===== src/design/etx_cfg.svh =====
`ifndef ETX_CFG_SVH
`define ETX_CFG_SVH

//##########################################################################
// Transmit link sizing
//##########################################################################

// Transaction queue
`define ETX_FIFO_DEPTH   4   // Entries between fabric and packet builder

// Serializer slot
// One parallel word goes out per slot, one byte per tx_lclk cycle,
// so the slot length is also the number of bytes in a parallel word
`define ETX_SLOT_CYCLES  8   // tx_lclk cycles per parallel word

`endif


===== src/design/etx_pkg.sv =====
package etx_pkg;

   //##########################################################################
   // Transaction and packet types
   //##########################################################################

   typedef enum logic [1:0]
   {
      OP_WRITE = 2'd0,           // Posted write
      OP_READ  = 2'd1            // Read request, response comes back elsewhere
   } etx_opcode_t;

   // Packet builder FSM
   typedef enum logic [1:0]
   {
      ST_IDLE,                   // Zero words, frame low
      ST_HEAD,                   // First word on the parallel bus
      ST_TAIL                    // Second word on the parallel bus
   } etx_state_t;

   // One fabric transaction, 98 bits
   typedef struct packed
   {
      etx_opcode_t opcode;       // Becomes the control byte
      logic [31:0] dstaddr;      // Packet bytes 1..4
      logic [31:0] data;         // Packet bytes 5..8
      logic [31:0] srcaddr;      // Packet bytes 9..12
   } etx_packet_t;

endpackage


===== src/design/etx_par_if.sv =====
`timescale 1ns/10ps

// Parallel word path between the packet builder and the serializer
interface etx_par_if;

   logic        slot_load;       // Pulse, one per slot
   logic        wr_wait;         // Write push-back, synchronized
   logic        rd_wait;         // Read push-back, synchronized
   logic [63:0] data_par;        // Byte 7 leaves first
   logic [7:0]  frame_par;       // Frame bit per byte, bit 7 first

   // Serializer side
   modport io
   (
      output slot_load,
      output wr_wait,
      output rd_wait,
      input  data_par,
      input  frame_par
   );

   // Packet builder side
   modport protocol
   (
      input  slot_load,
      input  wr_wait,
      input  rd_wait,
      output data_par,
      output frame_par
   );

endinterface


===== src/design/etx_fifo.sv =====
`timescale 1ns/10ps

`include "etx_cfg.svh"

module etx_fifo import etx_pkg::*;
(
   input  logic        tx_lclk,
   input  logic        arst_n,
   input  logic        push,         // One entry per strobe
   input  etx_packet_t push_packet,
   input  logic        pop,          // Removes the head
   output etx_packet_t head,         // Oldest entry, always visible
   output logic        empty,
   output logic        full
);

   localparam int PTR_W = $clog2(`ETX_FIFO_DEPTH);
   localparam int CNT_W = $clog2(`ETX_FIFO_DEPTH + 1);
   localparam logic [PTR_W-1:0] PTR_LAST = PTR_W'(`ETX_FIFO_DEPTH - 1);
   localparam logic [CNT_W-1:0] CNT_FULL = CNT_W'(`ETX_FIFO_DEPTH);

   etx_packet_t      mem [`ETX_FIFO_DEPTH];  // Entry storage
   logic [PTR_W-1:0] wr_ptr;                 // Next free slot
   logic [PTR_W-1:0] rd_ptr;                 // Oldest entry
   logic [CNT_W-1:0] count;                  // Entries held

   //##########################################################################
   // Storage
   //##########################################################################

   always_ff @(posedge tx_lclk)
   begin
      if (push)
         mem[wr_ptr] <= push_packet;         // Written at the tail
   end

   assign head = mem[rd_ptr];

   //##########################################################################
   // Pointers and occupancy
   //##########################################################################

   always_ff @(posedge tx_lclk or negedge arst_n)
   begin
      if (!arst_n)
      begin
         wr_ptr <= '0;
         rd_ptr <= '0;
         count  <= '0;
      end
      else
      begin
         if (push)
            wr_ptr <= (wr_ptr == PTR_LAST) ? '0 : wr_ptr + 1'b1;  // Wrap at depth
         if (pop)
            rd_ptr <= (rd_ptr == PTR_LAST) ? '0 : rd_ptr + 1'b1;
         case ({push, pop})
            2'b10:   count <= count + 1'b1;
            2'b01:   count <= count - 1'b1;
            default: count <= count;         // Both or neither
         endcase
      end
   end

   assign empty = (count == '0);
   assign full  = (count == CNT_FULL);       // Rises on the last storing edge

   // fabric must respect the full flag
   a_no_push_full: assert property (@(posedge tx_lclk) disable iff (!arst_n)
      push |-> !full)
      else $error("etx_fifo: push while full");

   // Builder only pops a queued entry
   a_no_pop_empty: assert property (@(posedge tx_lclk) disable iff (!arst_n)
      pop |-> !empty)
      else $error("etx_fifo: pop while empty");

endmodule


===== src/design/etx_io.sv =====
`timescale 1ns/10ps

`include "etx_cfg.svh"

module etx_io
(
   input  logic       tx_lclk,
   input  logic       arst_n,
   input  logic       txi_wr_wait,   // Async write push-back pin
   input  logic       txi_rd_wait,   // Async read push-back pin
   output logic [7:0] txo_data,      // Byte lane
   output logic       txo_frame,
   etx_par_if.io      par
);

   localparam int PHASE_W = $clog2(`ETX_SLOT_CYCLES);
   localparam logic [PHASE_W-1:0] PHASE_LAST = PHASE_W'(`ETX_SLOT_CYCLES - 1);

   logic [PHASE_W-1:0] phase;        // Byte position within the slot
   logic [63:0]        shift_data;   // Outgoing word, top byte on the lane
   logic [7:0]         shift_frame;  // Matching frame bits
   logic [1:0]         wr_sync;      // Two-flop synchronizers
   logic [1:0]         rd_sync;

   //##########################################################################
   // Slot timer
   //##########################################################################

   always_ff @(posedge tx_lclk or negedge arst_n)
   begin
      if (!arst_n)
         phase <= '0;
      else if (par.slot_load)
         phase <= '0;                // Restart with the new word
      else
         phase <= phase + 1'b1;
   end

   assign par.slot_load = (phase == PHASE_LAST);   // Last byte of the slot

   //##########################################################################
   // Parallel to serial, MSB byte first
   //##########################################################################

   always_ff @(posedge tx_lclk or negedge arst_n)
   begin
      if (!arst_n)
      begin
         shift_data  <= '0;
         shift_frame <= '0;
      end
      else if (par.slot_load)
      begin
         shift_data  <= par.data_par;            // Byte 7 shows next cycle
         shift_frame <= par.frame_par;
      end
      else
      begin
         shift_data  <= {shift_data[55:0], 8'h00};
         shift_frame <= {shift_frame[6:0], 1'b0};
      end
   end

   assign txo_data  = shift_data[63:56];
   assign txo_frame = shift_frame[7];

   //##########################################################################
   // Push-back synchronizers
   //##########################################################################

   always_ff @(posedge tx_lclk or negedge arst_n)
   begin
      if (!arst_n)
      begin
         wr_sync <= '0;
         rd_sync <= '0;
      end
      else
      begin
         wr_sync <= {wr_sync[0], txi_wr_wait};
         rd_sync <= {rd_sync[0], txi_rd_wait};
      end
   end

   assign par.wr_wait = wr_sync[1];  // Two cycles behind the pin
   assign par.rd_wait = rd_sync[1];

   // Slot cadence, checked once a full slot has passed since reset
   a_slot_period: assert property (@(posedge tx_lclk) disable iff (!arst_n)
      $past(par.slot_load, `ETX_SLOT_CYCLES) |-> par.slot_load)
      else $error("etx_io: slot_load missing after a slot");

   a_slot_gap: assert property (@(posedge tx_lclk) disable iff (!arst_n)
      par.slot_load && $past(arst_n, `ETX_SLOT_CYCLES)
         |-> $past(par.slot_load, `ETX_SLOT_CYCLES))
      else $error("etx_io: slot_load off its cadence");

endmodule


===== src/design/etx_protocol.sv =====
`timescale 1ns/10ps

module etx_protocol import etx_pkg::*;
(
   input  logic        tx_lclk,
   input  logic        arst_n,
   input  etx_packet_t head,         // Queue head
   input  logic        empty,
   output logic        pop,          // Head taken into a packet
   etx_par_if.protocol par
);

   etx_state_t  state;
   logic        blocked;             // Head held off by its wait line
   logic        start;               // A new packet may begin this slot
   logic [63:0] head_word;           // Packet bytes 0..7
   logic [63:0] tail_next;           // Packet bytes 8..15 of the head
   logic [63:0] tail_word;           // Bytes 8..15, held for ST_HEAD

   //##########################################################################
   // Push-back and packet words
   //##########################################################################

   always_comb
   begin
      if (head.opcode == OP_READ)
         blocked = par.rd_wait;      // Reads wait on read push-back
      else
         blocked = par.wr_wait;      // Writes on write push-back
   end

   // Second half of a packet never waits, so no start from ST_HEAD
   assign start = !empty && !blocked && (state != ST_HEAD);
   assign pop   = par.slot_load && start;

   // Control byte first, fields MSB first, zero pad at the end
   assign head_word = {6'b0, head.opcode, head.dstaddr, head.data[31:8]};
   assign tail_next = {head.data[7:0], head.srcaddr, 24'h0};

   always_ff @(posedge tx_lclk)
   begin
      if (pop)
         tail_word <= tail_next;     // Head leaves the queue now
   end

   //##########################################################################
   // Packet FSM, steps once per slot
   //##########################################################################

   always_ff @(posedge tx_lclk or negedge arst_n)
   begin
      if (!arst_n)
      begin
         state         <= ST_IDLE;
         par.data_par  <= '0;
         par.frame_par <= '0;
      end
      else if (par.slot_load)
      begin
         case (state)
            ST_HEAD:
            begin
               par.data_par  <= tail_word;      // Second word
               par.frame_par <= 8'hff;
               state         <= ST_TAIL;
            end
            ST_IDLE, ST_TAIL:
            begin
               if (start)
               begin
                  par.data_par  <= head_word;   // First word, back to back ok
                  par.frame_par <= 8'hff;
                  state         <= ST_HEAD;
               end
               else
               begin
                  par.data_par  <= '0;          // Idle slot
                  par.frame_par <= '0;
                  state         <= ST_IDLE;
               end
            end
            default:
            begin
               par.data_par  <= '0;
               par.frame_par <= '0;
               state         <= ST_IDLE;        // Unused encoding
            end
         endcase
      end
   end

   // Serializer captures the word on slot_load, so it must hold in between
   a_par_stable: assert property (@(posedge tx_lclk) disable iff (!arst_n)
      !$past(par.slot_load) |-> $stable(par.data_par) && $stable(par.frame_par))
      else $error("etx_protocol: parallel word changed between slots");

endmodule


===== src/design/etx_top.sv =====
`timescale 1ns/10ps

module etx_top import etx_pkg::*;
(
   input  logic        tx_lclk,      // Link bit clock
   input  logic        arst_n,
   // Fabric side
   input  logic        tx_access,    // Push strobe
   input  etx_packet_t tx_packet,
   output logic        tx_full,
   // Link pins
   input  logic        txi_wr_wait,
   input  logic        txi_rd_wait,
   output logic [7:0]  txo_data,
   output logic        txo_frame
);

   etx_packet_t head;                // Queue to builder
   logic        empty;
   logic        pop;

   etx_par_if par ();                // Builder to serializer

   //##########################################################################
   // Transmit chain
   //##########################################################################

   etx_fifo u_fifo
   (
      .tx_lclk     (tx_lclk),
      .arst_n      (arst_n),
      .push        (tx_access),
      .push_packet (tx_packet),
      .pop         (pop),
      .head        (head),
      .empty       (empty),
      .full        (tx_full)
   );

   etx_protocol u_protocol
   (
      .tx_lclk (tx_lclk),
      .arst_n  (arst_n),
      .head    (head),
      .empty   (empty),
      .pop     (pop),
      .par     (par.protocol)
   );

   etx_io u_io
   (
      .tx_lclk     (tx_lclk),
      .arst_n      (arst_n),
      .txi_wr_wait (txi_wr_wait),
      .txi_rd_wait (txi_rd_wait),
      .txo_data    (txo_data),
      .txo_frame   (txo_frame),
      .par         (par.io)
   );

endmodule


===== config.mk =====
export PLATFORM = sky130hd
export DESIGN_NAME = etx_top
export DESIGN_NICKNAME = d
export VERILOG_FILES = /design/src/design/etx_pkg.sv /design/src/design/etx_par_if.sv /design/src/design/etx_fifo.sv /design/src/design/etx_io.sv /design/src/design/etx_protocol.sv /design/src/design/etx_top.sv
export VERILOG_INCLUDE_DIRS = /design/src /design/src/design
export SDC_FILE = /design/constraint.sdc
export NUM_CORES = 1
export LEC_CHECK = 0
export BUFFER_PORTS_ARGS = -buffer_cell sky130_fd_sc_hd__buf_2
export CAP_MARGIN = 20
export CORE_MARGIN = 2
export CORE_UTILIZATION = 35
export CTS_CLUSTER_SIZE = 12
export DETAILED_ROUTE_END_ITERATION = 16
export HOLD_SLACK_MARGIN = 0.08
export SLEW_MARGIN = 20
export SYNTH_ARGS = -nofsm -noshare
export SYNTH_HDL_FRONTEND = slang
export SYNTH_SLANG_ARGS = --single-unit

===== constraint.sdc =====
create_clock -name tx_lclk -period 6 [get_ports tx_lclk]
set_clock_uncertainty 0.15 [all_clocks]
set_input_delay 0.6 -clock tx_lclk [delete_from_list [all_inputs] [get_ports tx_lclk]]
set_output_delay 0.6 -clock tx_lclk [all_outputs]
set_load 0.005 [all_outputs]

# Word level (Yosys, flattened, before mapping)
# Memory sizes are Yosys's and may differ from the RTL's.
# Index checks and enable logic that the tools add are counted.
[classes] addsub=5 n_eq_ne=10 n_mux=15 reduce_logical=9
[op_table] operator="$pmux W64 S2" n=1
[op_table] operator="$mux W64" n=1
[op_table] operator="$mux W58" n=1
[op_table] operator="$mux W8" n=2
[op_table] operator="$pmux W8 S2" n=1
[op_table] operator="$eq A2 B2 Y1 const B" n=4
[op_table] operator="$add A3 B1 Y3 const B" n=2
[op_table] operator="$eq A2 B1 Y1 const B" n=3
[op_table] operator="$eq A3 B3 Y1 const B" n=2
[op_table] operator="$pmux W3 S2" n=1
[op_table] operator="$add A2 B1 Y2 const B" n=2
[op_table] operator="$mux W1" n=4
[op_table] operator="$mux W2" n=2
[op_table] operator="$pmux W2 S2" n=1
[op_table] operator="$logic_and A1 B1 Y1" n=3
[op_table] operator="$logic_not A3 Y1" n=1
[op_table] operator="$mux W3" n=1
[op_table] operator="$sub A3 B1 Y3 const B" n=1
[op_table] operator="$logic_not A1 Y1" n=2
[op_table] operator="$logic_not A2 Y1" n=1
[op_table] operator="$ne A2 B1 Y1 const B" n=1
[op_table] operator="$reduce_bool A2 Y1" n=1
[op_table] operator="$reduce_or A2 Y1" n=1
[word_totals] register_bits=200 mem_bits_rw=392 in_bits=103 output_inout_bits=10 mem_count=1
[memory_table] name="u_fifo.mem" words=4 word_bits=98 rd=1 rd_clocked_by_memory_dff=0 write_ports=1 line="etx_fifo.sv:22" rtl="etx_packet_t mem [`ETX_FIFO_DEPTH];"

# Depth between registers and ports, before layout
# An unclocked memory read counts as a cell.
[depth] depth_word=9 mapped_depth=11 depth_no_buf=10

# By module
# From an unflattened synthesis, not the netlist that was laid out.
[hier_totals] cells_unflattened=965 hier_area_um2=21808.4
[by_module_without_submodules] module="etx_fifo" instances=1 cells_per_inst=550 area_each_um2=14657.8 seq_area_each_um2=11946.5
[by_module_without_submodules] module="etx_protocol" instances=1 cells_per_inst=245 area_each_um2=3950.0 seq_area_each_um2=2877.8
[by_module_without_submodules] module="etx_io" instances=1 cells_per_inst=170 area_each_um2=3200.6 seq_area_each_um2=1976.9

# Least setup slack after synthesis
# No wires, ideal clock.
[synth_path] path_type="reg2reg" startpoint="reg u_fifo.rd_ptr[0]" endpoint="reg u_fifo.count[2]" setup_time_ns=0.079 t_arrival_ns=5.078 required_ns=5.771 setup_slack_ns=0.693 path_stages_with_launch=12 cell_sequence="dfrtp_1 > buf_6 > mux4_2 > nor2b_1 > mux2i_1 > nor4b_2 > ha_1 > inv_1 > fa_1 > xor2_1 > nor2_1 > xor2_1"
[synth_between] elab_chain_len=9 elab_cells_between_ends=11 cone_classes="eq/ne (3); mux (2); reduce/logical (5); memory (1)"
[synth_rtl] item="start: declaration" line="etx_fifo.sv:24" rtl="logic [PTR_W-1:0] rd_ptr;"
[synth_rtl] item="start signal: assignment" line="etx_fifo.sv:56" rtl="rd_ptr <= (rd_ptr == PTR_LAST) ? '0 : rd_ptr + 1'b1;"
[synth_rtl] item="$mem_v2 Z4 W98 (*)"
[synth_rtl] item="$eq A2 B1 Y1 (*)" line="etx_protocol.sv:26" rtl="if (head.opcode == OP_READ)"
[synth_rtl] item="$mux W1 (*)" line="etx_protocol.sv:26"
[synth_rtl] item="$logic_not A1 Y1 (*)" line="etx_protocol.sv:33" rtl="assign start = !empty && !blocked && (state != ST_HEAD);"
[synth_rtl] item="$logic_and A1 B1 Y1 (*) (2 in a row)" line="etx_protocol.sv:33"
[synth_rtl] item="$logic_and A1 B1 Y1 (*)" line="etx_protocol.sv:34" rtl="assign pop = par.slot_load && start;"
[synth_rtl] item="$eq A2 B1 Y1 / $eq A2 B2 Y1 (equally long branches)" line="etx_fifo.sv:57" rtl="case ({push, pop})"
[synth_rtl] item="$pmux W3 S2 / $reduce_bool A2 Y1 (equally long branches)"
[synth_rtl] item="end signal: assignment" line="etx_fifo.sv:58" rtl="2'b10: count <= count + 1'b1;"
[synth_rtl] item="end signal: assignment" line="etx_fifo.sv:59" rtl="2'b01: count <= count - 1'b1;"
[synth_rtl] item="end signal: assignment" line="etx_fifo.sv:60" rtl="default: count <= count;"
[synth_rtl] item="end: declaration" line="etx_fifo.sv:25" rtl="logic [CNT_W-1:0] count;"
# Every way passes the cells marked *; elsewhere a longest branch is shown, timed or not.
# A chain may end at the register's enable or synchronous reset.

# Worst setup path in the final report
# Same ends and word-level chain as after synthesis.

==> flow_metrics.py <==
metrics = {
    "clock_tree": {
        "htreeDepth": 2,
        "cts_tree": "yes",
        "post_cts_buffers": 0,
        "clk_latency_ps": 600,
        "numCtsBuffers": 56,
        "root_buffer": "clkbuf_16",
        "cts_sinks": 585,
        "clockBufferDepth": 3,
        "clk_pin_slew_worst_paths_ps": 60,
    },
    "die": {
        "std_cell_rows": 90,
        "ioPinCount": 113,
        "chipHeight_um": 250.3,
        "die_area_mm2": 0.06267,
        "fp.coreArea_mm2": 0.06013,
        "die_w_um": 250.3,
        "start_util_pct": 35.32,
    },
    "placed_design": {
        "dp_hpwl_mm": 23.64,
        "io_buffers": 112,
        "gp_congestion": 0.6937,
    },
    "setup_path": {
        "crit_slowest_cell": "dfrtp_4",
        "cp.arrival_ps": 3840,
        "path_buf_inv": 1,
        "crit_path_cell_trace": "mux4_2 > nor2b_1 > mux2i_1 > nor4b_4 > ha_1 > inv_1 > fa_1 > xor2_1 > nor2_1 > xor2_1",
        "end_kind": "flop",
        "path_common_cell": "xor2_1",
        "crit_path_max_fanout": 33,
        "path_delay_family": "multiplexers",
        "crit_required_ps": 6380,
        "slowest_delay_ps": 830,
        "worst-setup-path-type": "flop to flop",
        "startpoint_type": "flop",
    },
    "routing": {
        "route.detailed.drc": 0,
        "finalWirelength_mm": 41.34,
        "dr.pass1.iters": 5,
        "via_count": 9621,
        "avgViaCountPerCell": 4.777,
        "wire_per_inst_um": 20.52,
        "drt_iter0_markers": 464,
        "ant_nets": 0,
    },
    "synth": {
        "synth_warnings": 0,
        "netlist.area_leader.share_pct": 61.08,
        "synth_compound_area_share_pct": 3.246,
        "ys.flop_type": "edfxtp_1",
        "yosysSeqAreaShare_pct": 79.11,
        "synth_top_family_by_area": "multiplexers",
        "synth_common_cells": "432 x edfxtp_1, 153 x dfrtp_1, 98 x mux4_2",
        "synth_xor_area_share_pct": 0.1237,
        "yosysMostFrequentCell": "edfxtp_1",
        "yosys_register_bits": 585,
        "syn_area_mm2": 0.02124,
        "synth_top_cell_by_area": "edfxtp_1",
        "yosys.area_share.adder_pct": 0.5656,
        "synth-async-reset-ratio_pct": 26.15,
        "synth_edf_count": 432,
        "synth.net_count": 1070,
        "syn_inst": 958,
        "synthMuxAreaShare_pct": 13.56,
        "avgSynthCellArea_um2": 22.17,
        "synth_area_leaders": "edfxtp_1 61%, dfrtp_1 18%, mux4_2 10%, mux2_2 3.0%, a221o_1 1.6%",
        "synth-simple-area-share_pct": 1.797,
        "synth_cell_types": 31,
    },
    "grt": {
        "grt_pass1_wl_mm": 64.23,
        "grtUsageTotal_pct": 13.42,
        "antenna_found_initial": 5,
        "grt_max_degree": 88,
        "grt_overflow_total": 0,
        "grt_pass1_vias": 10470,
    },
    "timing": {
        "post-route-period-util_pct": 57.64,
        "setup_viol": 0,
        "rsz0062_at_grt": "false",
        "slew_viol_final": 0,
        "hold_viol_final": 0,
        "min_period_ps": 3459,
        "max_freq_mhz": 289.1,
        "worst_slew_pin_slew_ps": 863.3,
        "relSlewSlack_pct": 42.45,
        "fin_setup_tns_ps": 0,
    },
    "job": {
        "drv_cap": 0,
    },
    "pwr": {
        "ir_drop_mv": 0.2282,
        "leakage_nw": 9.272,
        "power_density_mw_per_mm2": 434.0,
    },
    "layout": {
        "fin_util_pct": 42.07,
        "syn_to_final_growth_pct": 19.11,
        "fin_nets": 1295,
        "drive_gt1_share_pct": 29.02,
    },
    "outcome": {
        "status": "finished, final reports clean",
    },
    "worst_hold_path": {
        "hp-class": "input pin to flop",
    },
}
-- placed cells by master, fill, tap and decap left out --
master         instances
edfxtp_1             432
dfrtp_1              151
buf_2                111
dlygate4sd3_1        101
mux4_2                98
clkbuf_16             57
mux2_2                56
clkbuf_1              40
and3_1                35
a221o_1               34
a22o_1                30
buf_4                 14
and2_1                 9
a21o_1                 9
ha_1                   7
inv_1                  6
and2_4                 4
clkbuf_8               4
nor2_1                 3
diode_2                2
inv_2                  2
mux2i_1                2
nor4b_4                2
nand2_1                2
xor2_1                 2
mux2_1                 2
o21ai_0                2
inv_6                  2
clkinv_2               2
dfrtp_4                2
nor3_1                 1
nor2b_2                1
nor2b_1                1
a211o_1                1
xnor2_1                1
or3_1                  1
fa_1                   1
ha_4                   1
buf_6                  1
-- layout make-up --
cell class,count,area [um^2]
Antenna cell,2,5.005
Clock buffer,101,1632
Clock inverter,4,27.53
Fill cell,5292,34840
Inverter,8,30.03
Multi-Input combinational cell,305,4131
Sequential cell,585,16810
Tap cell,782,978.4
Timing Repair Buffer,227,1683
-- report_power, final --
part | switching, mW | internal [mW]
logic | 0.972 | 1.09
clock network | 1.41 | 1.82
registers | 0.415 | 5.28
total | 2.79 | 8.19
-- cell families (layout without fill, tap and decap cells) --
family,Yosys count,in the layout
compound gates,76,76
xor+xnor,3,3
other cells,0,2
mux,158,158
buf+inv,68,340
fa+ha+maj,9,9
simple gates,59,59
flops,585,585
-- final timing paths --
path | startpoint | depth (start not counted) | slack, ps | to
worst min register to register | u_io.rd_sync[0] | 0 | 210 | u_io.rd_sync[1]
worst max register to register | u_fifo.rd_ptr[0] | 10 | 2540 | u_fifo.count[2]
worst min-delay path | tx_access | 2 | 140 | u_fifo.wr_ptr[1]
worst max-delay path | u_fifo.rd_ptr[0] | 10 | 2540 | u_fifo.count[2]
min in group asynchronous | arst_n | 2 | 470 | u_io.shift_data[63]
max in group asynchronous | arst_n | 3 | 3880 | u_io.shift_data[7]
-- sequential cells by signal (all words and copies together), names as in the netlist, 3 cells and up --
register / count
u_fifo.count: 3
u_fifo.mem: 392
u_io.phase: 3
u_io.shift_data: 64
u_io.shift_frame: 8
u_protocol.par.data_par: 64
u_protocol.tail_word: 40
-- metal layers --
layer	wire length, um	track usage, %	vias up
li1	-	-	4338
met1	19170	18.76	5041
met2	19680	21.33	175
met3	1596	2.910	63
met4	868	3.661	4
met5	24	0	-
-- metrics by stage --
step           power, mW  setup WS (ps)  hold WS [ps]  instance area (um^2)  cells
6_report           10.98           2541         137.3                 25300   2014
4_1_cts            11.17           2452         91.42                 25290   2012
3_3_place_gp       7.819           2553         190.4                 22620   1806
2_1_floorplan      7.149          692.6         154.4                 21240    958
5_1_grt            11.51           2226         119.1                 25290   2013
3_5_place_dp       7.859           2496         197.1                 22620   1806
-- timing repair --
action | in CTS | in global routing
hold buffers | 101 | 0
hold endpoints to repair | 480 | 0
resized for setup | 0 | 0
(Power assumes the default switching activity.)
